==> src/phase_sweep_defines.svh <==
`ifndef PHASE_SWEEP_DEFINES_SVH
`define PHASE_SWEEP_DEFINES_SVH

// datapath widths
`define PS_SAMPLE_W 14 // adc and dac samples
`define PS_DATA_W 32 // synthesiser tuning word
`define PS_ADDR_W 8 // table depth 256 points
`define PS_CNT_W 16 // dead-band and lag counters
`define PS_CYC_W 3 // periods per measurement

// default run-time configuration
`define PS_DEF_NUM_POINTS 8
`define PS_DEF_NUM_CYCLES 2 // measure over 3 periods
`define PS_DEF_DET_WIDTH 8 // 9 non-negative samples to arm

// full-scale sample levels
`define PS_SAMPLE_MAX ((1 << (`PS_SAMPLE_W - 1)) - 1)
`define PS_SAMPLE_MIN (-(1 << (`PS_SAMPLE_W - 1)))

`endif

==> src/phase_sweep_pkg.sv <==
`include "phase_sweep_defines.svh"

package phase_sweep_pkg;

  typedef logic signed [`PS_SAMPLE_W-1:0] sample_t; // adc / ref sample
  typedef logic [`PS_DATA_W-1:0] freq_word_t; // tuning word
  typedef logic [`PS_ADDR_W-1:0] point_t; // sweep point index
  typedef logic signed [`PS_CNT_W-1:0] phase_t; // lag in clk125 cycles

  // run-time sweep setup, held while start is high
  typedef struct packed {
    point_t num_points; // points per sweep
    logic [`PS_CYC_W-1:0] num_cycles; // periods per measurement, minus one
    logic [`PS_CNT_W-1:0] det_width; // dead-band of the detectors
  } sweep_cfg_t;

  // system write port of the frequency table
  typedef struct packed {
    logic wren;
    point_t addr;
    freq_word_t data;
  } table_wr_t;

  // one result per sweep point
  typedef struct packed {
    logic valid; // single-cycle strobe
    point_t point;
    phase_t phase;
  } phase_result_t;

endpackage

==> src/sign_crossing_detector.sv <==
`timescale 1ns/10ps
`include "phase_sweep_defines.svh"

module sign_crossing_detector
  (input logic clk125,
   input logic areset_n,
   input phase_sweep_pkg::sample_t sample,
   input logic [`PS_CNT_W-1:0] det_width,
   output logic crossing
  );
  import phase_sweep_pkg::*;

  typedef enum logic [1:0] {WAITING, COUNTING, ARMED} det_state_t;

  det_state_t state;
  sample_t sample_q; // input register
  logic [`PS_CNT_W-1:0] count; // non-negative run length
  logic negative;

  assign negative = sample_q[`PS_SAMPLE_W-1]; // sign bit only

  always_ff @(posedge clk125 or negedge areset_n)
    if (!areset_n)
      sample_q <= '0;
    else
      sample_q <= sample;

  // dead-band keeps noise around zero from firing twice
  always_ff @(posedge clk125 or negedge areset_n)
  begin
    if (!areset_n)
    begin
      state <= WAITING;
      count <= '0;
      crossing <= 1'b0;
    end
    else
    begin
      crossing <= 1'b0; // pulse lasts one cycle
      case (state)
        WAITING:
          if (!negative)
          begin
            count <= `PS_CNT_W'(1); // first sample of the run
            state <= (det_width == '0) ? ARMED : COUNTING;
          end
        COUNTING:
          if (negative)
          begin
            count <= '0; // run broken
            state <= WAITING;
          end
          else if (count >= det_width)
            state <= ARMED; // det_width+1 samples seen
          else
            count <= count + 1'b1;
        ARMED:
          if (negative)
          begin
            crossing <= 1'b1; // falling crossing
            count <= '0;
            state <= WAITING;
          end
        default:
          state <= WAITING;
      endcase
    end
  end

endmodule

==> config.mk <==
export PLATFORM = sky130hd
export DESIGN_NAME = sign_crossing_detector
export DESIGN_NICKNAME = d
export VERILOG_FILES = /design/src/phase_sweep_pkg.sv /design/src/sign_crossing_detector.sv
export VERILOG_INCLUDE_DIRS = /design/src
export SDC_FILE = /design/constraint.sdc
export NUM_CORES = 1
export LEC_CHECK = 0
export BUFFER_PORTS_ARGS = -buffer_cell sky130_fd_sc_hd__buf_2
export CORE_UTILIZATION = 55
export DETAILED_ROUTE_END_ITERATION = 16
export PLACE_DENSITY = 0.8
export SLEW_MARGIN = 20
export SYNTH_ARGS = -nofsm -noshare
export SYNTH_HDL_FRONTEND = slang
export SYNTH_SLANG_ARGS = --single-unit
==> constraint.sdc <==
create_clock -name clk125 -period 2.7 [get_ports clk125]
set_input_delay 0.54 -clock clk125 [delete_from_list [all_inputs] [get_ports clk125]]
set_output_delay 0.54 -clock clk125 [all_outputs]
set_load 0.02 [all_outputs]
# Yosys cells after proc, flatten, opt, wreduce, memory -nomap -nowiden
# Index checks and enable logic that the tools add are counted.
dict set report totals {
  reg_bits 33
  input_bits 32
  output_inout_bits 1
  word_cells 30
}
dict set report op_classes {
  n_addsub 1
  n_lt_le_gt_ge 1
  n_eq_ne 6
  mux 13
  n_reduce_logical 5
}
# op n
set op_table {}
lappend op_table {{$mux W16} 4}
lappend op_table {{$pmux W16 S3} 1}
lappend op_table {{$add A16 B1 Y16 const B} 1}
lappend op_table {{$ge A16 B16 Y1} 1}
lappend op_table {{$logic_not A16 Y1} 1}
lappend op_table {{$mux W2} 5}
lappend op_table {{$ne A3 B3 Y1 const B} 2}
lappend op_table {{$pmux W2 S3} 1}
lappend op_table {{$ne A2 B2 Y1 const B} 2}
lappend op_table {{$reduce_and A4 Y1} 1}
lappend op_table {{$reduce_and A3 Y1} 1}
lappend op_table {{$reduce_bool A3 Y1} 1}
lappend op_table {{$eq A2 B1 Y1 const B} 1}
lappend op_table {{$eq A2 B2 Y1 const B} 1}
lappend op_table {{$logic_not A2 Y1} 1}
lappend op_table {{$mux W1} 2}

# Depth between registers and ports, before layout
dict set report depth {
  ltp_word 4
  depth_mapped 9
  depth_no_buf 7
}

# Worst setup path before layout
# OpenSTA, ideal clock, no wires.
dict set report synth_path {
  path_kind {input port to flip-flop}
  from {input det_width[0]}
  to {register count[0]}
  arrival_ps 2239
  required_time_ps 2575
  slack_ps 336
  path_stages 7
  path_buffers 1
  path_cell_list {ha_1 nand2b_1 a2111o_1 a32oi_2 a311o_1 buf_6 mux2_4}
}
dict set report synth_between {
  elab_chain_len 3
}
# item line_no
set synth_rtl {}
lappend synth_rtl {{from (decl)} sign_crossing_detector.sv:8} ;# input logic [`PS_CNT_W-1:0] det_width,
lappend synth_rtl {{$ge A16 B16 Y1} sign_crossing_detector.sv:53} ;# else if (count >= det_width)
lappend synth_rtl {{$ne A3 B3 Y1 (no line)} n/a}
lappend synth_rtl {{$reduce_and A4 Y1 (no line)} n/a}
lappend synth_rtl {{to (signal assigned)} sign_crossing_detector.sv:44} ;# count <= `PS_CNT_W'(1);
lappend synth_rtl {{to (signal assigned)} sign_crossing_detector.sv:56} ;# count <= count + 1'b1;
lappend synth_rtl {{to (decl)} sign_crossing_detector.sv:17} ;# logic [`PS_CNT_W-1:0] count;
# No other way between the ends.
# A chain may end at the register's enable or synchronous reset.

# Worst setup path after layout
dict set report layout_path {
  from {register count[0]}
  to {register count[1]}
}
dict set report layout_between {
  elab_chain_len 4
  word_cells_on_any_way 7
  cone_classes {add/sub: 1; order compare: 1; eq/ne: 1; mux: 3; reduce/logical: 1}
}
# item line_no
set layout_rtl {}
lappend layout_rtl {{$add A16 B1 Y16} sign_crossing_detector.sv:56}
lappend layout_rtl {{$mux W16} sign_crossing_detector.sv:53}
lappend layout_rtl {{$mux W16} sign_crossing_detector.sv:48} ;# if (negative)
lappend layout_rtl {{$pmux W16 S3} sign_crossing_detector.sv:40} ;# case (state)
# Parallel ways exist; a longest one is shown, timed or not. The select of a mux whose other input is x is not followed.

==> insert_results.sql <==
INSERT INTO impl_metrics (metric_group, metric, value, unit) VALUES
('synth', 'yosys_register_bits', '20', ''),
('critical_path', 'critPathKind', 'reg -> reg', ''),
('synth', 'synth.cell_area', '1590', 'um2'),
('die', 'die_boundary_width', '55.77', 'um'),
('layout', 'final_layout_size_suffix_gt1_frac', '0.1587', ''),
('detailed_routing', 'route.detailed.drc', '0', ''),
('layout', 'antenna-diode-count', '0', ''),
('synth', 'synth_ff_type', 'sky130_fd_sc_hd__dfrtp_1', ''),
('outcome', 'run_status', 'finished, final reports clean', ''),
('die', 'die_area', '3110', 'um2'),
('critical_path', 'critical_path.slowest_cell', 'sky130_fd_sc_hd__dfrtp_1', ''),
('clock_network', 'tritoncts', 'built', ''),
('global_routing', 'grt_first_pass_wirelength', '6568', 'um'),
('placement', 'gp_routability_congestion', '0.8348', ''),
('detailed_routing', 'drt_first_iter_violations', '61', ''),
('synth', 'synth.top_cells.by_area', 'sky130_fd_sc_hd__dfrtp_1, sky130_fd_sc_hd__ha_1, sky130_fd_sc_hd__a31oi_1', ''),
('global_routing', 'groute.usage.overall', '0.2698', ''),
('clock_network', 'cts-htree-levels', '1', ''),
('placement', 'io_buffers', '19', ''),
('global_routing', 'grt_antenna_before_repair', '0', ''),
('flow_run', 'drv_cap', '0', ''),
('die', 'number_of_placement_rows', '19', ''),
('sta', 'maxSlewHeadroom', '0.6225', ''),
('sta', 'fin_skew', '0.01011', 'ns'),
('detailed_routing', 'vias', '1489', ''),
('synth', 'post_synth_num_cell_types', '35', ''),
('synth', 'synth.most_common_cell', 'sky130_fd_sc_hd__a31oi_1', ''),
('synth', 'synthCells', '184', ''),
('critical_path', 'crit_path_end_kind', 'register', ''),
('sta', 'post-route-period-util', '0.9048', ''),
('synth', 'mappedNetlistNets', '236', ''),
('detailed_routing', 'first_drt_pass_iteration_count', '4', ''),
('clock_network', 'clkSlewWorstSetupHoldPaths', '0.13', 'ns'),
('synth', 'yosys.area.top_type_share', '0.3147', ''),
('clock_network', 'postCtsResizedCells', '0', ''),
('synth', 'yosysWarnings', '0', ''),
('placement', 'hpwl', '2984', 'um'),
('layout', 'finalCoreUtilization', '0.6475', ''),
('die', 'core_area', '2758', 'um2'),
('global_routing', 'grt_pass1_vias', '1494', ''),
('clock_network', 'cts_post_setup_buffers_inserted', '0', ''),
('critical_path', 'setup.worst_path.start_class', 'register', ''),
('detailed_routing', 'finalWirelength', '3813', 'um'),
('layout', 'area_growth', '12.27', '%'),
('clock_network', 'clock_sinks', '20', ''),
('critical_path', 'arrival', '2.68', 'ns'),
('sta', 'finalWorstPathRequiredPeriod', '2.443', 'ns'),
('critical_path', 'timing.reg2reg.setup_slack', '0.26', 'ns'),
('synth', 'synth_seq_area_share', '0.3147', ''),
('synth', 'synth_top_cells_by_count', 'sky130_fd_sc_hd__a31oi_1, sky130_fd_sc_hd__inv_1, sky130_fd_sc_hd__dfrtp_1, sky130_fd_sc_hd__ha_1, sky130_fd_sc_hd__nand2_1', ''),
('synth', 'syn_area_per_cell', '8.643', 'um2'),
('critical_path', 'critical_path.cell_chain', 'inv_1, ha_1, nand2b_1, a2111o_1, a32oi_2, a311o_1, buf_4, mux2i_1', ''),
('die', 'effective_utilization_at_floorplan', '0.5767', ''),
('sta', 'report.final.hold_viol_count', '0', ''),
('layout', 'finish.net_count', '261', ''),
('sta', 'transition_time_of_the_tightest_slew_check_pin', '0.5611', 'ns'),
('power_and_ir_drop', 'leakagePower', '0.8955', 'nW'),
('die', 'ioPinCount', '33', ''),
('detailed_routing', 'antenna_violating_nets_post_route', '0', ''),
('critical_path', 'cp_slowest_stage_delay', '0.44', 'ns'),
('clock_network', 'cts_made_buffers', '3', ''),
('critical_path', 'worst_r2r_startpoint', 'count[0]', ''),
('critical_path', 'crit_fanout', '9', ''),
('detailed_routing', 'route.detailed.vias_per_inst', '6.230', ''),
('synth', 'synth_enable_flop_cells', '0', ''),
('sta', 'drv_slew', '0', ''),
('critical_path', 'required', '2.94', 'ns'),
('clock_network', 'cts_buffer_depth', '2', ''),
('detailed_routing', 'avgRoutedWirePerCell', '15.95', 'um'),
('power_and_ir_drop', 'vdd.ir_drop.worst', '0.0004978', 'V'),
('synth', 'async_flop_share', '1.000', '');
registers in the layout (all words and copies together), names as in the netlist:
signal / cells
count: 16
state: 2
sample_q: 1
crossing: 1
path summary, 6_finish.rpt:
check,endpoint,depth (start not counted)
setup / recovery,count[1],8
hold / removal,count[7],1
setup reg to reg,count[1],8
hold reg to reg,count[15],1
max in group asynchronous,state[1],1
min in group clk125,sample_q[13],1
report_power, final:
part / leakage [nW] / switching [mW] / internal (mW)
Combinational: 0.597 / 0.304 / 0.235
Sequential: 0.271 / 0.0332 / 0.334
Clock: 0.0279 / 0.103 / 0.150
worst max-delay path: cells and delay by family (launching register included):
family | cells | cell delay, ns
mux | 1 | 0.20
simple gates | 1 | 0.14
fa+ha+maj | 1 | 0.27
flops | 1 | 0.44
buf+inv | 2 | 0.29
compound gates | 3 | 1.03
kinds of logic (layout without fill, tap and decap cells):
kind of cell / after synthesis / after routing / share of synthesized area
simple gates: 64 / 64 / 0.2116
compound gates: 48 / 48 / 0.2109
fa+ha+maj: 20 / 20 / 0.1574
flops: 20 / 20 / 0.3147
buf+inv: 28 / 52 / 0.07710
mux: 4 / 4 / 0.02832
layer usage:
metal | GRT usage | routed length, um | vias to the layer above
met5 | 0 | 0 | -
met4 | 0.09643 | 48 | 0
met3 | 0.03256 | 217 | 5
met2 | 0.4854 | 1925 | 48
met1 | 0.3299 | 1621 | 703
li1 | - | - | 733
cell type report:
cell class	count	area [um2]
Clock inverter	1	30.03
Multi-Input combinational cell	136	967.2
Tap cell	31	38.79
Clock buffer	3	22.52
Timing Repair Buffer	25	140.1
Fill cell	240	972.2
Inverter	23	86.33
Sequential cell	20	500.5
cells in the final DEF, fill, tap and decap left out, drive strengths merged, types with 5 or more instances in the layout:
master,synthesis,routed
inv,23,23
nand2b,8,8
dfrtp,20,20
nand2,17,17
o21ai,5,5
buf,4,25
nor4,8,8
a31oi,25,25
ha,20,20
nor2,9,9
per-stage QoR:
stage,instance area [um2],setup WS (ns),instances,power [mW]
3_5_place_dp,1733,0.1416,235,0.9039
2_1_floorplan,1590,0.3362,184,0.7894
6_report,1785,0.2571,239,1.160
5_1_grt,1785,0.1387,239,1.233
3_3_place_gp,1733,0.2369,235,0.8734
4_1_cts,1785,0.2471,239,1.159
Note: power is estimated with default switching activity, not from simulation.
