==> config.mk <==
export PLATFORM = sky130hd
export DESIGN_NAME = phase_counter
export DESIGN_NICKNAME = d
export VERILOG_FILES = /design/src/phase_sweep_pkg.sv /design/src/phase_counter.sv
export VERILOG_INCLUDE_DIRS = /design/src
export SDC_FILE = /design/constraint.sdc
export NUM_CORES = 1
export LEC_CHECK = 0
export BUFFER_PORTS_ARGS = -buffer_cell sky130_fd_sc_hd__buf_4
export CORE_ASPECT_RATIO = 1.25
export CORE_MARGIN = 2
export CORE_UTILIZATION = 45
export CTS_CLUSTER_DIAMETER = 150
export DETAILED_ROUTE_END_ITERATION = 16
export GPL_TIMING_DRIVEN = 0
export PLACE_DENSITY = 0.7
export SLEW_MARGIN = 15
export SYNTH_ARGS = -nofsm -noshare
export SYNTH_HDL_FRONTEND = slang
export SYNTH_SLANG_ARGS = --single-unit
export TNS_END_PERCENT = 30
==> constraint.sdc <==
create_clock -name clk125 -period 2.6 [get_ports clk125]
set_input_delay 0.39 -clock clk125 [delete_from_list [all_inputs] [get_ports clk125]]
set_output_delay 0.39 -clock clk125 [all_outputs]
set_load 0.01 [all_outputs]
==> src/phase_sweep_defines.svh <==
`ifndef PHASE_SWEEP_DEFINES_SVH
`define PHASE_SWEEP_DEFINES_SVH

// datapath widths
`define PS_SAMPLE_W 14 // adc and dac samples
`define PS_DATA_W 32 // synthesiser tuning word
`define PS_ADDR_W 8 // table depth 256 points
`define PS_CNT_W 16 // dead-band and lag counters
`define PS_CYC_W 3 // periods per measurement

// default run-time configuration
`define PS_DEF_NUM_POINTS 8
`define PS_DEF_NUM_CYCLES 2 // measure over 3 periods
`define PS_DEF_DET_WIDTH 8 // 9 non-negative samples to arm

// full-scale sample levels
`define PS_SAMPLE_MAX ((1 << (`PS_SAMPLE_W - 1)) - 1)
`define PS_SAMPLE_MIN (-(1 << (`PS_SAMPLE_W - 1)))

`endif

==> src/phase_sweep_pkg.sv <==
`include "phase_sweep_defines.svh"

package phase_sweep_pkg;

  typedef logic signed [`PS_SAMPLE_W-1:0] sample_t; // adc / ref sample
  typedef logic [`PS_DATA_W-1:0] freq_word_t; // tuning word
  typedef logic [`PS_ADDR_W-1:0] point_t; // sweep point index
  typedef logic signed [`PS_CNT_W-1:0] phase_t; // lag in clk125 cycles

  // run-time sweep setup, held while start is high
  typedef struct packed {
    point_t num_points; // points per sweep
    logic [`PS_CYC_W-1:0] num_cycles; // periods per measurement, minus one
    logic [`PS_CNT_W-1:0] det_width; // dead-band of the detectors
  } sweep_cfg_t;

  // system write port of the frequency table
  typedef struct packed {
    logic wren;
    point_t addr;
    freq_word_t data;
  } table_wr_t;

  // one result per sweep point
  typedef struct packed {
    logic valid; // single-cycle strobe
    point_t point;
    phase_t phase;
  } phase_result_t;

endpackage

==> src/phase_counter.sv <==
`timescale 1ns/10ps
`include "phase_sweep_defines.svh"

module phase_counter
  (input logic clk125,
   input logic areset_n,
   input logic [`PS_CYC_W-1:0] num_cycles,
   input logic measure_start,
   input logic cross_a,
   input logic cross_b,
   output logic measure_done,
   output phase_sweep_pkg::phase_t measured_phase
  );
  import phase_sweep_pkg::*;

  typedef enum logic [1:0] {M_IDLE, M_WAIT_FIRST, M_LAG_COUNT} meas_state_t;

  meas_state_t state;
  logic [`PS_CNT_W-1:0] lag_cnt; // cycles since the opening crossing
  logic b_first; // sign flag, set when B opened the period
  logic [`PS_CYC_W-1:0] period_cnt; // closed periods
  logic last_period;
  logic closing; // the other channel crossed
  phase_t lag_signed;

  assign last_period = (period_cnt == num_cycles);
  assign closing = b_first ? cross_a : cross_b;
  assign lag_signed = b_first ? -phase_t'(lag_cnt) : phase_t'(lag_cnt);

  always_ff @(posedge clk125 or negedge areset_n)
  begin
    if (!areset_n)
    begin
      state <= M_IDLE;
      lag_cnt <= '0;
      b_first <= 1'b0;
      period_cnt <= '0;
      measure_done <= 1'b0;
      measured_phase <= '0;
    end
    else
    begin
      measure_done <= 1'b0; // strobe
      case (state)
        M_IDLE:
          if (measure_start)
          begin
            period_cnt <= '0;
            state <= M_WAIT_FIRST;
          end
        M_WAIT_FIRST:
          if (cross_a && cross_b)
          begin
            // channels in phase, period opens and closes at once
            measured_phase <= '0;
            period_cnt <= period_cnt + 1'b1;
            if (last_period)
            begin
              measure_done <= 1'b1;
              state <= M_IDLE;
            end
          end
          else if (cross_a || cross_b)
          begin
            b_first <= cross_b; // negative lag when B leads
            lag_cnt <= `PS_CNT_W'(1); // counted up to the closing cycle
            state <= M_LAG_COUNT;
          end
        M_LAG_COUNT:
          if (closing)
          begin
            measured_phase <= lag_signed; // last period wins
            period_cnt <= period_cnt + 1'b1;
            if (last_period)
            begin
              measure_done <= 1'b1;
              state <= M_IDLE;
            end
            else
              state <= M_WAIT_FIRST;
          end
          else if (lag_cnt != '1)
            lag_cnt <= lag_cnt + 1'b1; // saturate on a missing channel
        default:
          state <= M_IDLE;
      endcase
    end
  end

endmodule

After elaboration in Yosys (flattened, before gate mapping)
Cells that the tools add are included.

storage, ports and cells
  register bits = 39
  output and inout bits = 17
  word-level logic and storage cells = 58

operators by class
  add/subtract/negate cells = 3
  equality and inequality tests = 13
  multiplexer cells = 25
  bitwise logic cells = 1
  reductions and logical operators = 10

operators by type and width
  cell                   number
  $mux 16                7
  $pmux 16 s2            2
  $add 16x1->16 const B  1
  $ne 16x16->1 const B   1
  $neg 16->16            1
  $ne 2x2->1 const B     7
  $mux 2                 5
  $mux 3                 3
  $pmux 3 s3             1
  $reduce_and 4->1       2
  $ne 3x3->1 const B     2
  $pmux 2 s3             1
  $reduce_and 3->1       2
  $mux 1                 5
  $reduce_and 5->1       1
  $add 3x1->3 const B    1
  $eq 3x3->1             1
  $reduce_bool 3->1      1
  $eq 2x1->1 const B     1
  $eq 2x2->1 const B     1
  $logic_not 2->1        1
  $pmux 1 s2             1
  $reduce_bool 2->1      1
  $logic_and 1x1->1      1
  2 further kinds        2

Logic depth before layout (Yosys ltp)
  depth in word-level cells = 4
  gate-level depth with buffers = 9

Worst setup path after synthesis
No wires, ideal clock.

  kind = reg2reg
  start point = reg state[0]
  end point = reg lag_cnt[10]
  library setup time = 0.138 ns
  data arrival time = 1.846 ns
  setup slack = 0.616 ns
  cell stages (with the launch flop) = 9
  period minus slack after synthesis = 1.984 ns
  cells stage by stage = dfrtp_1 -> inv_1 -> ha_1 -> clkbuf_1 -> nand4_1 -> nor4_4 -> nand2b_1 -> buf_2 -> o221ai_1

on the way
  cells in the longest elaborated chain, start to end = 3
  elaborated cells on any way between the ends = 9
  those cells by class = 6 x eq/ne; 1 x mux; 2 x reduce/logical

ends and longest elaborated chain
  element                                                    RTL line             source
  from (decl)                                                phase_counter.sv:18  meas_state_t state;
  from (signal assigned)                                     phase_counter.sv:34  state <= M_IDLE;
  from (signal assigned)                                     phase_counter.sv:49  state <= M_WAIT_FIRST;
  from (signal assigned)                                     phase_counter.sv:60  state <= M_IDLE;
  $eq 2x2->1 or $eq 2x1->1 (tied branches)                   phase_counter.sv:44  case (state)
  $ne 2x2->1 (no line) or $reduce_bool 2->1 (tied branches)  --
  $reduce_and 5->1 (no line)                                 --
  to (signal assigned)                                       phase_counter.sv:66  lag_cnt <= `PS_CNT_W'(1);
  to (signal assigned)                                       phase_counter.sv:83  lag_cnt <= lag_cnt + 1'b1;
  to (decl)                                                  phase_counter.sv:19  logic [`PS_CNT_W-1:0] lag_cnt;

Several ways; a longest one is shown, not always the timed one.
A chain may end at the register's enable or synchronous reset.

Worst setup path in the final report
  start point = reg state[0]
  end point = reg lag_cnt[11]

The elaborated chain is that of the path after synthesis.

==> flow_summary.toml <==
[outcome]
run_status = "finished, final reports clean"

[cells_and_area]
post_route_cells_drive_above_1_share_pct = 15.99
area_of_combinational_cells_with_multiple_inputs_sq_mm = 0.001423
n_antenna_cell = 0
final_util_pct = 54.28
fill_cells = 515
finalNonFillerCells = 383
area.growth.synth_to_final_pct = 16.25
finalNetCount = 336
layout.area.seq_sq_um = 975.9

[floorplanning]
design.die.area_sq_mm = 0.006268
die_width_um = 71.22
num_rows = 30
chipHeight_um = 88.02
top_level_ports = 25
core_area_sq_mm = 0.005443
initial_utilization_pct = 46.69

[logic_synthesis]
synth.avg_cell_area_sq_um = 8.916
asyncSetResetFlopFracSynth_pct = 100.0
ys_top_cells_by_count = "39 x dfrtp_1, 34 x o21ai_0, 32 x nand2_1"
synth_edf_count = 0
yosysSeqAreaShare_pct = 38.40
synth_top_area_cell = "dfrtp_1"
synth_warnings = 0
postSynthNetCount = 303
synthFlopType = "dfrtp_1"
mappedNetlistArea_sq_mm = 0.002541
synth_top_cells_by_area = "dfrtp_1 38%, o21ai_0 6.7%, ha_1 4.9%"
cell_variety_after_synth = 49
syn-instance-count = 285
ys_ff_latch = 39
most_frequently_used_cell_type_in_the_post_synthesis_netlist = "dfrtp_1"
synth.top_cell.area_share_pct = 38.40

[cts]
htreeDepth = 2
worst_setup_hold_path_clk_slew_ps = 80
insertion_delay_ps = 300
cts_inserted_buffers = 5
cts.root.buffer_cell = "clkbuf_8"
tritoncts = "yes"
cts_max_path_buffers = 2
cts_sinks = 39

[sta]
finalMaxSlewViolations = 0
rsz0062_at_grt = "false"
setup_ws_ps = 265.2
finalSetupTns_ps = 0
max_freq_ghz = 0.4283
timing_hold_violations_final = 0
tightest_slew_ps = 878.9
remaining_max_slew_budget_at_the_tightest_pin_pct = 40.87
finalCriticalPeriod_ps = 2335
clock-skew-final_ps = 10.95
setup_violations = 0
fin_crit_sh_pct = 89.80

[pwr]
power_per_cell_area_mw_per_mm2 = 938.2
switching_share_pct = 40.71
clock_power_share_pct = 21.9
cell_internal_power_dissipation_mw = 1.643
comb_power_share_pct = 47.2
net-switching-power_mw = 1.128
total_leakage_power_nw = 1.237
max-vdd-ir-drop_v = 0.0007383
share_seq_of_total_power_pct = 30.9

[job]
maxCapViolations = 0

[critical_path]
worstRegToRegCells = 7
slowest_stage_cell_on_the_critical_path = "or4_1"
setup.worst_path.class = "reg2reg"
crit_path_max_fanout = 10
cp.required_ps = 2810
critical_path.reg2reg.startpoint = "state[0]"
startpoint_types = "register"
cell_chain_critical_path = "inv_1, ha_1, clkbuf_1, inv_1, clkbuf_1, or4_1, o211ai_1"
critPathMaxStageDelay_ps = 600
cp.arrival_ps = 2550
r2r_slack_ps = 270
critical_path.endpoint_type = "register"
r2r_end = "lag_cnt[11]"

[placement]
gp_congestion = 0.8722
dp_hpwl_mm = 4.403
number_of_placed_instances_taps_included = 373
pre_cts_slack_ps = 80.68
quantity_of_i_o_buffers_inserted_on_ports = 24

[global_route]
first_pass_grt_wire_length_mm = 10.37
grt_pass1_vias = 2131
grt_overflow = 0
initial_antenna_violation_count = 0
gr-usage-all-layers_pct = 20.71
grt_max_degree = 40

[detailed_routing]
routed-wl-met2_mm = 3.201
num_vias = 2329
detail_route.wirelength.met1_mm = 2.650
firstDrtPassIters = 4
finalWirelength_mm = 6.256
ant_nets = 0
drcViolationCount = 0
route.met3.wl_um = 298
initialDrtViolationCount = 170
vias_per_cell = 6.081
detail_route.wl_per_cell_um = 16.33
top_layer = "met4"

[min_path]
worstHoldPathType = "in2async"
-- routing by layer --
metal	vias up	track usage [%]
li1	1117	-
met5	-	0
met4	0	6.861
met3	13	3.913
met2	76	35.69
met1	1123	26.10
-- worst max-delay path, delay by kind of cell (launching register included) --
family                     cells  cell delay, ps
AOI/OAI and AO/OA              1             160
adders and majority gates      1             150
buffers and inverters          4             920
DFF                            1             410
and+or+nand+nor                1             600
-- power groups by stage --
| stage | Sequential (mW) | Combinational, mW | Clock (mW) |
|---|---|---|---|
| 2_1_floorplan | 0.893 | 0.828 | 0 |
| 3_3_place_gp | 0.858 | 1.26 | 0 |
| 3_5_place_dp | 0.868 | 1.28 | 0 |
| 4_1_cts | 0.854 | 1.29 | 0.615 |
| 5_1_grt | 0.872 | 1.45 | 0.639 |
| 6_report | 0.855 | 1.31 | 0.608 |
-- cells in the final DEF (no fill, tap or decap), types with 4 or more instances in the layout --
| master | synthesis | routed |
|---|---|---|
| inv_1 | 10 | 10 |
| nor2_1 | 8 | 8 |
| or4_1 | 6 | 6 |
| nand2_1 | 32 | 32 |
| nand2b_1 | 9 | 9 |
| nand4_1 | 7 | 7 |
| buf_4 | 0 | 26 |
| o211ai_1 | 10 | 10 |
| ha_1 | 10 | 10 |
| nor3_1 | 8 | 7 |
| buf_2 | 4 | 4 |
| xnor2_1 | 10 | 10 |
| a22o_1 | 5 | 5 |
| clkbuf_8 | 0 | 5 |
| nor4_1 | 4 | 4 |
| o21ai_0 | 34 | 34 |
| clkbuf_1 | 16 | 17 |
| xor2_1 | 4 | 4 |
| dfrtp_1 | 39 | 39 |
| a31oi_1 | 4 | 4 |
| nand3_1 | 9 | 9 |
-- flip-flops by register name, indices dropped and copies added (netlist names) --
name            cells
measure_done        1
measured_phase     16
period_cnt          3
b_first             1
lag_cnt            16
state               2
-- worst max path at each step --
| stage | from | endpoint | depth (start not counted) |
|---|---|---|---|
| final | state[0] | lag_cnt[11] | 7 |
| after global routing | state[0] | lag_cnt[6] | 7 |
| after CTS | state[0] | lag_cnt[10] | 8 |
| after detailed placement | state[0] | lag_cnt[10] | 8 |
| after global placement | state[0] | lag_cnt[10] | 8 |
| after floorplan | state[0] | lag_cnt[10] | 8 |
-- cells by family (layout without fill, tap and decap cells) --
logic type / count (synthesis) / after routing / share of synthesized area [%]
fa+ha+maj: 10 / 10 / 4.924
compound gates: 78 / 78 / 20.53
simple gates: 104 / 104 / 22.99
xor+xnor: 14 / 14 / 4.825
mux: 6 / 6 / 2.511
buf+inv: 34 / 68 / 5.810
flops: 39 / 39 / 38.40
-- area by class of cell --
cell class / count / share of cell area, %
clock buffers: 6 / 2.457
clock inverters: 2 / 2.033
inverters: 11 / 1.398
multi-input cells: 212 / 48.16
flip-flops and latches: 39 / 33.04
well taps: 64 / 2.711
repair buffers: 26 / 6.607
plain buffers: 23 / 3.600
-- through the flow --
| stage | power [mW] | instance area, sq um | hold WS (ps) |
|---|---|---|---|
| 2_1_floorplan | 1.721 | 2541 | 94.41 |
| 3_3_place_gp | 2.122 | 2801 | 395.8 |
| 3_5_place_dp | 2.147 | 2801 | 405.5 |
| 4_1_cts | 2.756 | 2934 | 83.96 |
| 5_1_grt | 2.963 | 2954 | 106.5 |
| 6_report | 2.772 | 2954 | 54.08 |
-- repair_timing --
item	4_1_cts	5_1_grt
hold buffers	0	0
setup endpoints to repair	0	14
resized for setup	0	1
setup buffers	0	2
No activity file was read; power rests on OpenSTA's default activity.
