### src/phase_sweep_defines.svh
`ifndef PHASE_SWEEP_DEFINES_SVH
`define PHASE_SWEEP_DEFINES_SVH

// datapath widths
`define PS_SAMPLE_W 14 // adc and dac samples
`define PS_DATA_W 32 // synthesiser tuning word
`define PS_ADDR_W 8 // table depth 256 points
`define PS_CNT_W 16 // dead-band and lag counters
`define PS_CYC_W 3 // periods per measurement

// default run-time configuration
`define PS_DEF_NUM_POINTS 8
`define PS_DEF_NUM_CYCLES 2 // measure over 3 periods
`define PS_DEF_DET_WIDTH 8 // 9 non-negative samples to arm

// full-scale sample levels
`define PS_SAMPLE_MAX ((1 << (`PS_SAMPLE_W - 1)) - 1)
`define PS_SAMPLE_MIN (-(1 << (`PS_SAMPLE_W - 1)))

`endif

### src/phase_sweep_pkg.sv
`include "phase_sweep_defines.svh"

package phase_sweep_pkg;

  typedef logic signed [`PS_SAMPLE_W-1:0] sample_t; // adc / ref sample
  typedef logic [`PS_DATA_W-1:0] freq_word_t; // tuning word
  typedef logic [`PS_ADDR_W-1:0] point_t; // sweep point index
  typedef logic signed [`PS_CNT_W-1:0] phase_t; // lag in clk125 cycles

  // run-time sweep setup, held while start is high
  typedef struct packed {
    point_t num_points; // points per sweep
    logic [`PS_CYC_W-1:0] num_cycles; // periods per measurement, minus one
    logic [`PS_CNT_W-1:0] det_width; // dead-band of the detectors
  } sweep_cfg_t;

  // system write port of the frequency table
  typedef struct packed {
    logic wren;
    point_t addr;
    freq_word_t data;
  } table_wr_t;

  // one result per sweep point
  typedef struct packed {
    logic valid; // single-cycle strobe
    point_t point;
    phase_t phase;
  } phase_result_t;

endpackage

### src/sweep_sequencer.sv
`timescale 1ns/10ps
`include "phase_sweep_defines.svh"

module sweep_sequencer
  (input logic clk125,
   input logic areset_n,
   input logic start,
   input phase_sweep_pkg::sweep_cfg_t cfg,
   input logic cross_ref,
   input logic measure_done,
   input phase_sweep_pkg::phase_t measured_phase,
   output logic measure_start,
   output phase_sweep_pkg::point_t point,
   output phase_sweep_pkg::phase_result_t result,
   output logic sweep_done
  );
  import phase_sweep_pkg::*;

  typedef enum logic [1:0] {IDLE, SETTLE, MEASURE, DONE} seq_state_t;

  seq_state_t state;
  logic [`PS_CYC_W-1:0] settle_cnt; // ref periods seen so far
  logic [$bits(point_t):0] point_inc; // one bit wider, no wrap at 255
  logic last_point;

  assign point_inc = {1'b0, point} + 1'b1;
  assign last_point = (point_inc >= {1'b0, cfg.num_points}); // no point+1 left
  assign sweep_done = (state == DONE); // held until start drops

  always_ff @(posedge clk125 or negedge areset_n)
  begin
    if (!areset_n)
    begin
      state <= IDLE;
      settle_cnt <= '0;
      point <= '0;
      measure_start <= 1'b0;
      result <= '0;
    end
    else
    begin
      measure_start <= 1'b0; // strobes
      result.valid <= 1'b0;
      case (state)
        IDLE:
        begin
          settle_cnt <= '0;
          if (start)
            state <= SETTLE;
        end
        SETTLE:
          // let the synthesiser settle on the new word
          if (cross_ref)
          begin
            if (settle_cnt == cfg.num_cycles)
            begin
              settle_cnt <= '0;
              measure_start <= 1'b1; // next cycle after last ref crossing
              state <= MEASURE;
            end
            else
              settle_cnt <= settle_cnt + 1'b1;
          end
        MEASURE:
          if (measure_done)
          begin
            result.valid <= 1'b1;
            result.point <= point; // point still at the measured one
            result.phase <= measured_phase;
          end
          else if (result.valid)
          begin
            // step one cycle after the result, keeps valid off sweep_done
            if (last_point)
              state <= DONE;
            else
            begin
              point <= point_inc[$bits(point_t)-1:0];
              state <= SETTLE;
            end
          end
        DONE:
          if (!start)
          begin
            point <= '0; // table back to first word
            state <= IDLE;
          end
        default:
          state <= IDLE;
      endcase
    end
  end

endmodule

### config.mk
export PLATFORM = sky130hd
export DESIGN_NAME = sweep_sequencer
export DESIGN_NICKNAME = d
export VERILOG_FILES = /design/src/phase_sweep_pkg.sv /design/src/sweep_sequencer.sv
export VERILOG_INCLUDE_DIRS = /design/src
export SDC_FILE = /design/constraint.sdc
export NUM_CORES = 1
export LEC_CHECK = 0
export ABC_AREA = 0
export BUFFER_PORTS_ARGS = -buffer_cell sky130_fd_sc_hd__buf_2
export CELL_PAD_IN_SITES_DETAIL_PLACEMENT = 0
export CELL_PAD_IN_SITES_GLOBAL_PLACEMENT = 2
export CORE_MARGIN = 2
export CORE_UTILIZATION = 29
export DETAILED_ROUTE_END_ITERATION = 10
export PLACE_DENSITY_LB_ADDON = 0.1
export SYNTH_ARGS = -nofsm -noshare
export SYNTH_HDL_FRONTEND = slang
export SYNTH_SLANG_ARGS = --single-unit
### constraint.sdc
create_clock -name clk125 -period 3.64 [get_ports clk125]
set_input_delay 0.182 -clock clk125 [delete_from_list [all_inputs] [get_ports clk125]]
set_output_delay 0.182 -clock clk125 [all_outputs]
set_load 0.03 [all_outputs]
======== Yosys cells after proc, flatten, opt, wreduce, memory -nomap -nowiden ========
Cells that the tools add are included.
cells by class
  order comparisons ....................... 1
  $add $sub $neg .......................... 2
  reductions and logical operators ........ 7
  equality and inequality tests ........... 11
  muxes and demuxes ....................... 21
operators by type and width
  operator                                              number
  two-way mux 25 bit                                    2
  two-way mux 8 bit                                     4
  one-hot mux 8 bit (2 select lines)                    1
  two-way mux 2 bit                                     7
  inequality test 2 bit (second input constant)         7
  adder 8 x 1 -> 9 bit (second input constant)          1
  greater-or-equal comparator 9 x 8 -> 1 bit            1
  one-hot mux 2 bit (4 select lines)                    1
  two-way mux 3 bit                                     2
  one-hot mux 3 bit (2 select lines)                    1
  AND reduction 6 bit                                   1
  AND reduction 5 bit                                   1
  equality test 2 bit (second input constant)           2
  AND reduction 2 bit                                   2
  nonzero test 2 bit                                    2
  adder 3 x 1 -> 3 bit (second input constant)          1
  equality test 3 bit                                   1
  two-way mux 1 bit                                     3
  equality test 2 x 1 -> 1 bit (second input constant)  1
  logical NOT 2 bit                                     1
word-level totals
  output and inout port bits .............. 35
  input port bits ......................... 48
  logic and storage cells ................. 49
  register bits ........................... 39

======== Depth between registers and ports, before layout ========
  word-level depth ........................ 6
  mapped depth ............................ 10
  gate-level depth less buffers ........... 10

======== Worst setup path before layout ========
No wires, ideal clock.
  path type ............................... reg-to-reg
  start point ............................. register point[0]
  end point ............................... register state[1]
  slack ................................... 702 ps
  data arrival time ....................... 2812 ps
  stages on the path, launching flop included .. 11
  period minus slack after synthesis ...... 2938 ps
  setup time .............................. 126 ps
  buffers on the path ..................... 0
  data required time ...................... 3514 ps
  cell sequence ........................... dfrtp_1 ha_1 and3_2 nand3_1 xnor2_1 ha_1 and2_4 a221o_1 a41oi_4 o21ai_1 a221o_1
on the way
  longest elaborated chain between the ends .. 6
ends and longest elaborated chain
  what                                        line                   RTL
  start, declared                             sweep_sequencer.sv:13  output phase_sweep_pkg::point_t point,
  start signal, assigned                      sweep_sequencer.sv:78  point <= point_inc[$bits(point_t)-1:0];
  adder 8 x 1 -> 9 bit                        sweep_sequencer.sv:26  assign point_inc = {1'b0, point} + 1'b1;
  greater-or-equal comparator 9 x 8 -> 1 bit  sweep_sequencer.sv:27  assign last_point = (point_inc >= {1'b0, cfg.num_points});
  two-way mux 2 bit                           sweep_sequencer.sv:74  if (last_point)
  two-way mux 2 bit                           sweep_sequencer.sv:71  else if (result.valid)
  two-way mux 2 bit                           sweep_sequencer.sv:65  if (measure_done)
  one-hot mux 2 bit (4 select lines)          sweep_sequencer.sv:44  case (state)
  end signal, assigned                        sweep_sequencer.sv:49  state <= SETTLE;
  end signal, assigned                        sweep_sequencer.sv:75  state <= DONE;
  end signal, assigned                        sweep_sequencer.sv:79  state <= SETTLE;
  end, declared                               sweep_sequencer.sv:21  seq_state_t state;
No other way between the ends. The select of a mux whose other input is x is not followed.
A chain may end at the register's enable or synchronous reset.

======== Worst setup path after layout ========
  start point ............................. register point[1]
  end point ............................... register state[1]
The elaborated chain is that of the path after synthesis.

==> implementation parameters <==
Parameter                              Value

Setup path
  Family of cells with the greatest summed delay on the critical path    compound AO/OA/AOI/OAI gates
  CP arrival    roughly 3000 ps
  Maximum fanout along the worst path    5
  Buffering stage count on the worst path with inverters included    0
  Stages on the worst setup path    10
  Cell chain of the critical path    ha_1, and3_2, nand3_1, xnor2_1, ha_1, and2_4, a221o_1, a41oi_4, o21ai_1, a221o_1
  Endpoint of the worst setup timing path    state[1]
  Type of destination of the critical path    register
  CP peak stage delay    approximately 420 ps
  Crit path required time    roughly 3800 ps
  Startpoint of the worst register-to-register path    point[1]
  Slack of the worst reg-to-reg path    between 700 and 800 ps
  FF-to-FF End    state[1]
  Critical-path top delay cell    sky130_fd_sc_hd__dfrtp_1
  Worst setup path category    register to register
  Source of the critical timing path    point[1]
  Worst Reg2Reg Path Length in Cells    10
  Worst setup SP type    register

STA
  Worst hold slack after final layout    approximately 14 ps
  Worst-case headroom to the max-slew limit    0.287
  Number of failing setup endpoints in the final timing report    0
  Worst-Margin Slew    approximately 1100 ps
  Unrepaired setup endpoints after global routing    false
  Final Hold Vio Count    0
  Fin crit period    2860 ps
  Setup TNS    0 ps
  Period Utilization, post-route    0.787
  Number of max-slew violations in the final report    0
  Max Clk Rate    ~350 MHz
  Clk_skew    8.55 ps
  Post-route setup slack    ~780 ps

Synthesis
  Complex-gate fraction of the synthesized area    0.133
  Most repeated cell in the gate-level netlist after synthesis    sky130_fd_sc_hd__dfrtp_1
  Cell count after synthesis    approximately 180
  Total of warnings raised by yosys    0
  Post-synthesis share of cell area spent on xor and xnor gates    0.0345
  Combinational family with the most area after synthesis    compound AO/OA/AOI/OAI gates
  Post-synthesis cell type with the largest combined area    sky130_fd_sc_hd__dfrtp_1
  Mux cell area share after synthesis    0.124
  Simple-gate area share of the yosys netlist    0.120
  Top post-synthesis cells by area    sky130_fd_sc_hd__dfrtp_1 (48%), sky130_fd_sc_hd__mux2_2 (9.4%), sky130_fd_sc_hd__ha_1 (6.2%)
  Leading post-synthesis cells by instance count    sky130_fd_sc_hd__dfrtp_1 (39), sky130_fd_sc_hd__nand2_1 (20), sky130_fd_sc_hd__inv_1 (18)
  Sequential share of the synthesized area    0.481
  Adder-cell area share of the yosys netlist    0.0617
  Flip-flop and latch count after synthesis    39
  Average instance area after synthesis    between 10 and 15 µm²
  Number of synthesized flops with an enable pin    0
  Share of the synthesized area in the top cell type    0.481
  FFs w/ async S/R, synth    1.00
  Total nets after synthesis    240
  Cell Area, Synth    0.00203 mm²
  Number of different library cells in the post-synthesis netlist    roughly 40
  Main flop type after synthesis    sky130_fd_sc_hd__dfrtp_1

Floorplanning
  Top Ports    83
  Full die area    between 0.007 and 0.008 mm²
  Core region area    ~0.0068 mm²
  Horiz. Die Dim    roughly 88 µm
  Die H    87.6 µm
  Initial Util    0.299
  Std-Cell Rows    30

Detailed routing
  Total detailed-routing wirelength    between 4 and 5 mm
  Average wire per standard cell    between 10 and 15 µm
  Number of violations reported at the end of detailed-routing iteration 0    35
  Total number of vias    ~1600
  Via-to-Cell Ratio    between 4 and 5
  Antenna Violating Nets Remaining    0
  First-pass detailed-route iteration total    4
  Detailed-route DRC error count    0

Final layout
  Utilization after layout    0.381
  Fin nets    310
  Multi-input gate area in the final layout    961 µm²
  Antenna diode count    0
  Synth-to-Final Area Change    27.6%
  Share of post-route cells with drive strength above 1    0.391
  Sequential Area    around 980 µm²
  Number of filler instances in the final layout    about 720

Power
  PD cells    between 800 and 900 mW/mm²
  Peak ir drop on the vdd network    around 0.24 mV
  P_leak    roughly 1.4 nW
  Total chip power    between 0.002 and 0.0025 W

Clock tree
  Number of post-CTS setup repair buffers    0
  Cell at the root of the clock tree    sky130_fd_sc_hd__clkbuf_8
  Count of cells resized by post-cts repair    0
  H-tree depth    2
  CTS tree    yes
  Clock transition at the registers of the reported paths    roughly 80 ps
  Clock latency on the worst-skew pair    between 200 and 300 ps
  Max Buffers Root-to-Sink    2
  Number of hold buffers added after cts    0
  Number of clock buffers inserted by TritonCTS    5
  Clock tree sinks    39

Job
  Max-cap violations    0

Placed design
  Worst slack, placed    roughly 750 ps
  Last weighted congestion value of the routability-driven placer    around 0.67
  Post-DP HPWL    approximately 3.4 mm
  Count of port buffers added during placement    66

Global route
  Antenna violations before repair    0
  Pin count of the biggest net entering global routing    40
  Global routing met2 resource utilization    0.215
  All-layer global routing usage    0.129
  Wire length of the first global-routing pass    between 7 and 8 mm
  Gr ovfl total    0
  Met3 track demand over resource    0.0377
  Layer with the highest usage    met2
  Number of global-route vias before repair    1590
  Met1 Use GR    0.163

Min path
  HP Class    primary input to asynchronous set/reset pin

Status
  Result of the run    completed
## worst reg2reg max path, cell delays in order (launching register included)
cell and delay (ps):
sky130_fd_sc_hd__dfrtp_1 420, sky130_fd_sc_hd__ha_1 200, sky130_fd_sc_hd__and3_2 260, sky130_fd_sc_hd__nand3_1 130
sky130_fd_sc_hd__xnor2_1 150, sky130_fd_sc_hd__ha_1 290, sky130_fd_sc_hd__and2_4 170, sky130_fd_sc_hd__a221o_1 350
sky130_fd_sc_hd__a41oi_4 280, sky130_fd_sc_hd__o21ai_1 130, sky130_fd_sc_hd__a221o_1 360
## report_power, final
part | switching, W | internal, W
combinational | 0.000694 | 0.000433
sequential | 0.000142 | 0.000573
clock | 0.000157 | 0.000222
## how the worst min path moves through the flow
| stage | start | slack (ps) | endpoint | depth (start not counted) |
|---|---|---|---|---|
| 3_3_place_gp | areset_n | 380 | point[4] | 1 |
| 6_report | areset_n | 10 | point[6] | 1 |
| 3_5_place_dp | areset_n | 380 | point[2] | 1 |
| 5_1_grt | areset_n | 90 | point[6] | 1 |
| 4_1_cts | areset_n | 60 | point[6] | 1 |
| 2_1_floorplan | areset_n | -110 | measure_start | 0 |
## routing by layer
| layer | wire, µm | vias up |
|---|---|---|
| li1 | - | 775 |
| met1 | 2110 | 742 |
| met2 | 2280 | 45 |
| met3 | 249 | 3 |
| met4 | 17 | 0 |
| met5 | 0 | - |
## cell usage in the layout (no fill, tap or decap), drive strengths merged
cell type,count
and3,1
or3,1
a221o,3
clkbuf,6
nand2b,1
or3b,1
nand4,1
o2111a,1
nor2,2
o32ai,2
a22o,1
a21oi,3
nor2b,4
and4bb,1
o211a,2
nor4,1
xor2,4
nand3,4
nor3,3
dfrtp,39
clkinv,1
and4b,1
a41oi,2
inv,18
o21a,1
and2b,2
mux2i,6
buf,68
o211ai,1
nand2,20
and2,2
xnor2,4
mux2,17
o21ai,15
nand3b,1
bufinv,1
a21o,2
ha,10
## flip-flops by register name, summed over array words and instances (netlist names)
| name | count |
|---|---|
| measure_start | 1 |
| point | 8 |
| state | 2 |
| settle_cnt | 3 |
| result | 25 |
## logic make-up (layout without fill, tap and decap cells)
family,after synthesis,count (layout)
mux,23,23
compound gates,33,33
buf+inv,23,94
xor+xnor,8,8
flops,39,39
simple gates,46,46
fa+ha+maj,10,10
## per-stage QoR
step                cells  instance area [µm²]
floorplan             182                 2030
global placement      341                 2470
detailed placement    341                 2470
CTS                   349                 2590
global route          349                 2590
finish                349                 2590
## area by class of cell
class	count	area share
tap	96	0.0464
inverter	18	0.0261
sequential	39	0.377
clock inverter	2	0.0135
clock buffer	6	0.0319
timing repair buffer	68	0.133
multi-input combinational	120	0.371
No activity file was read; power rests on OpenSTA's default activity.
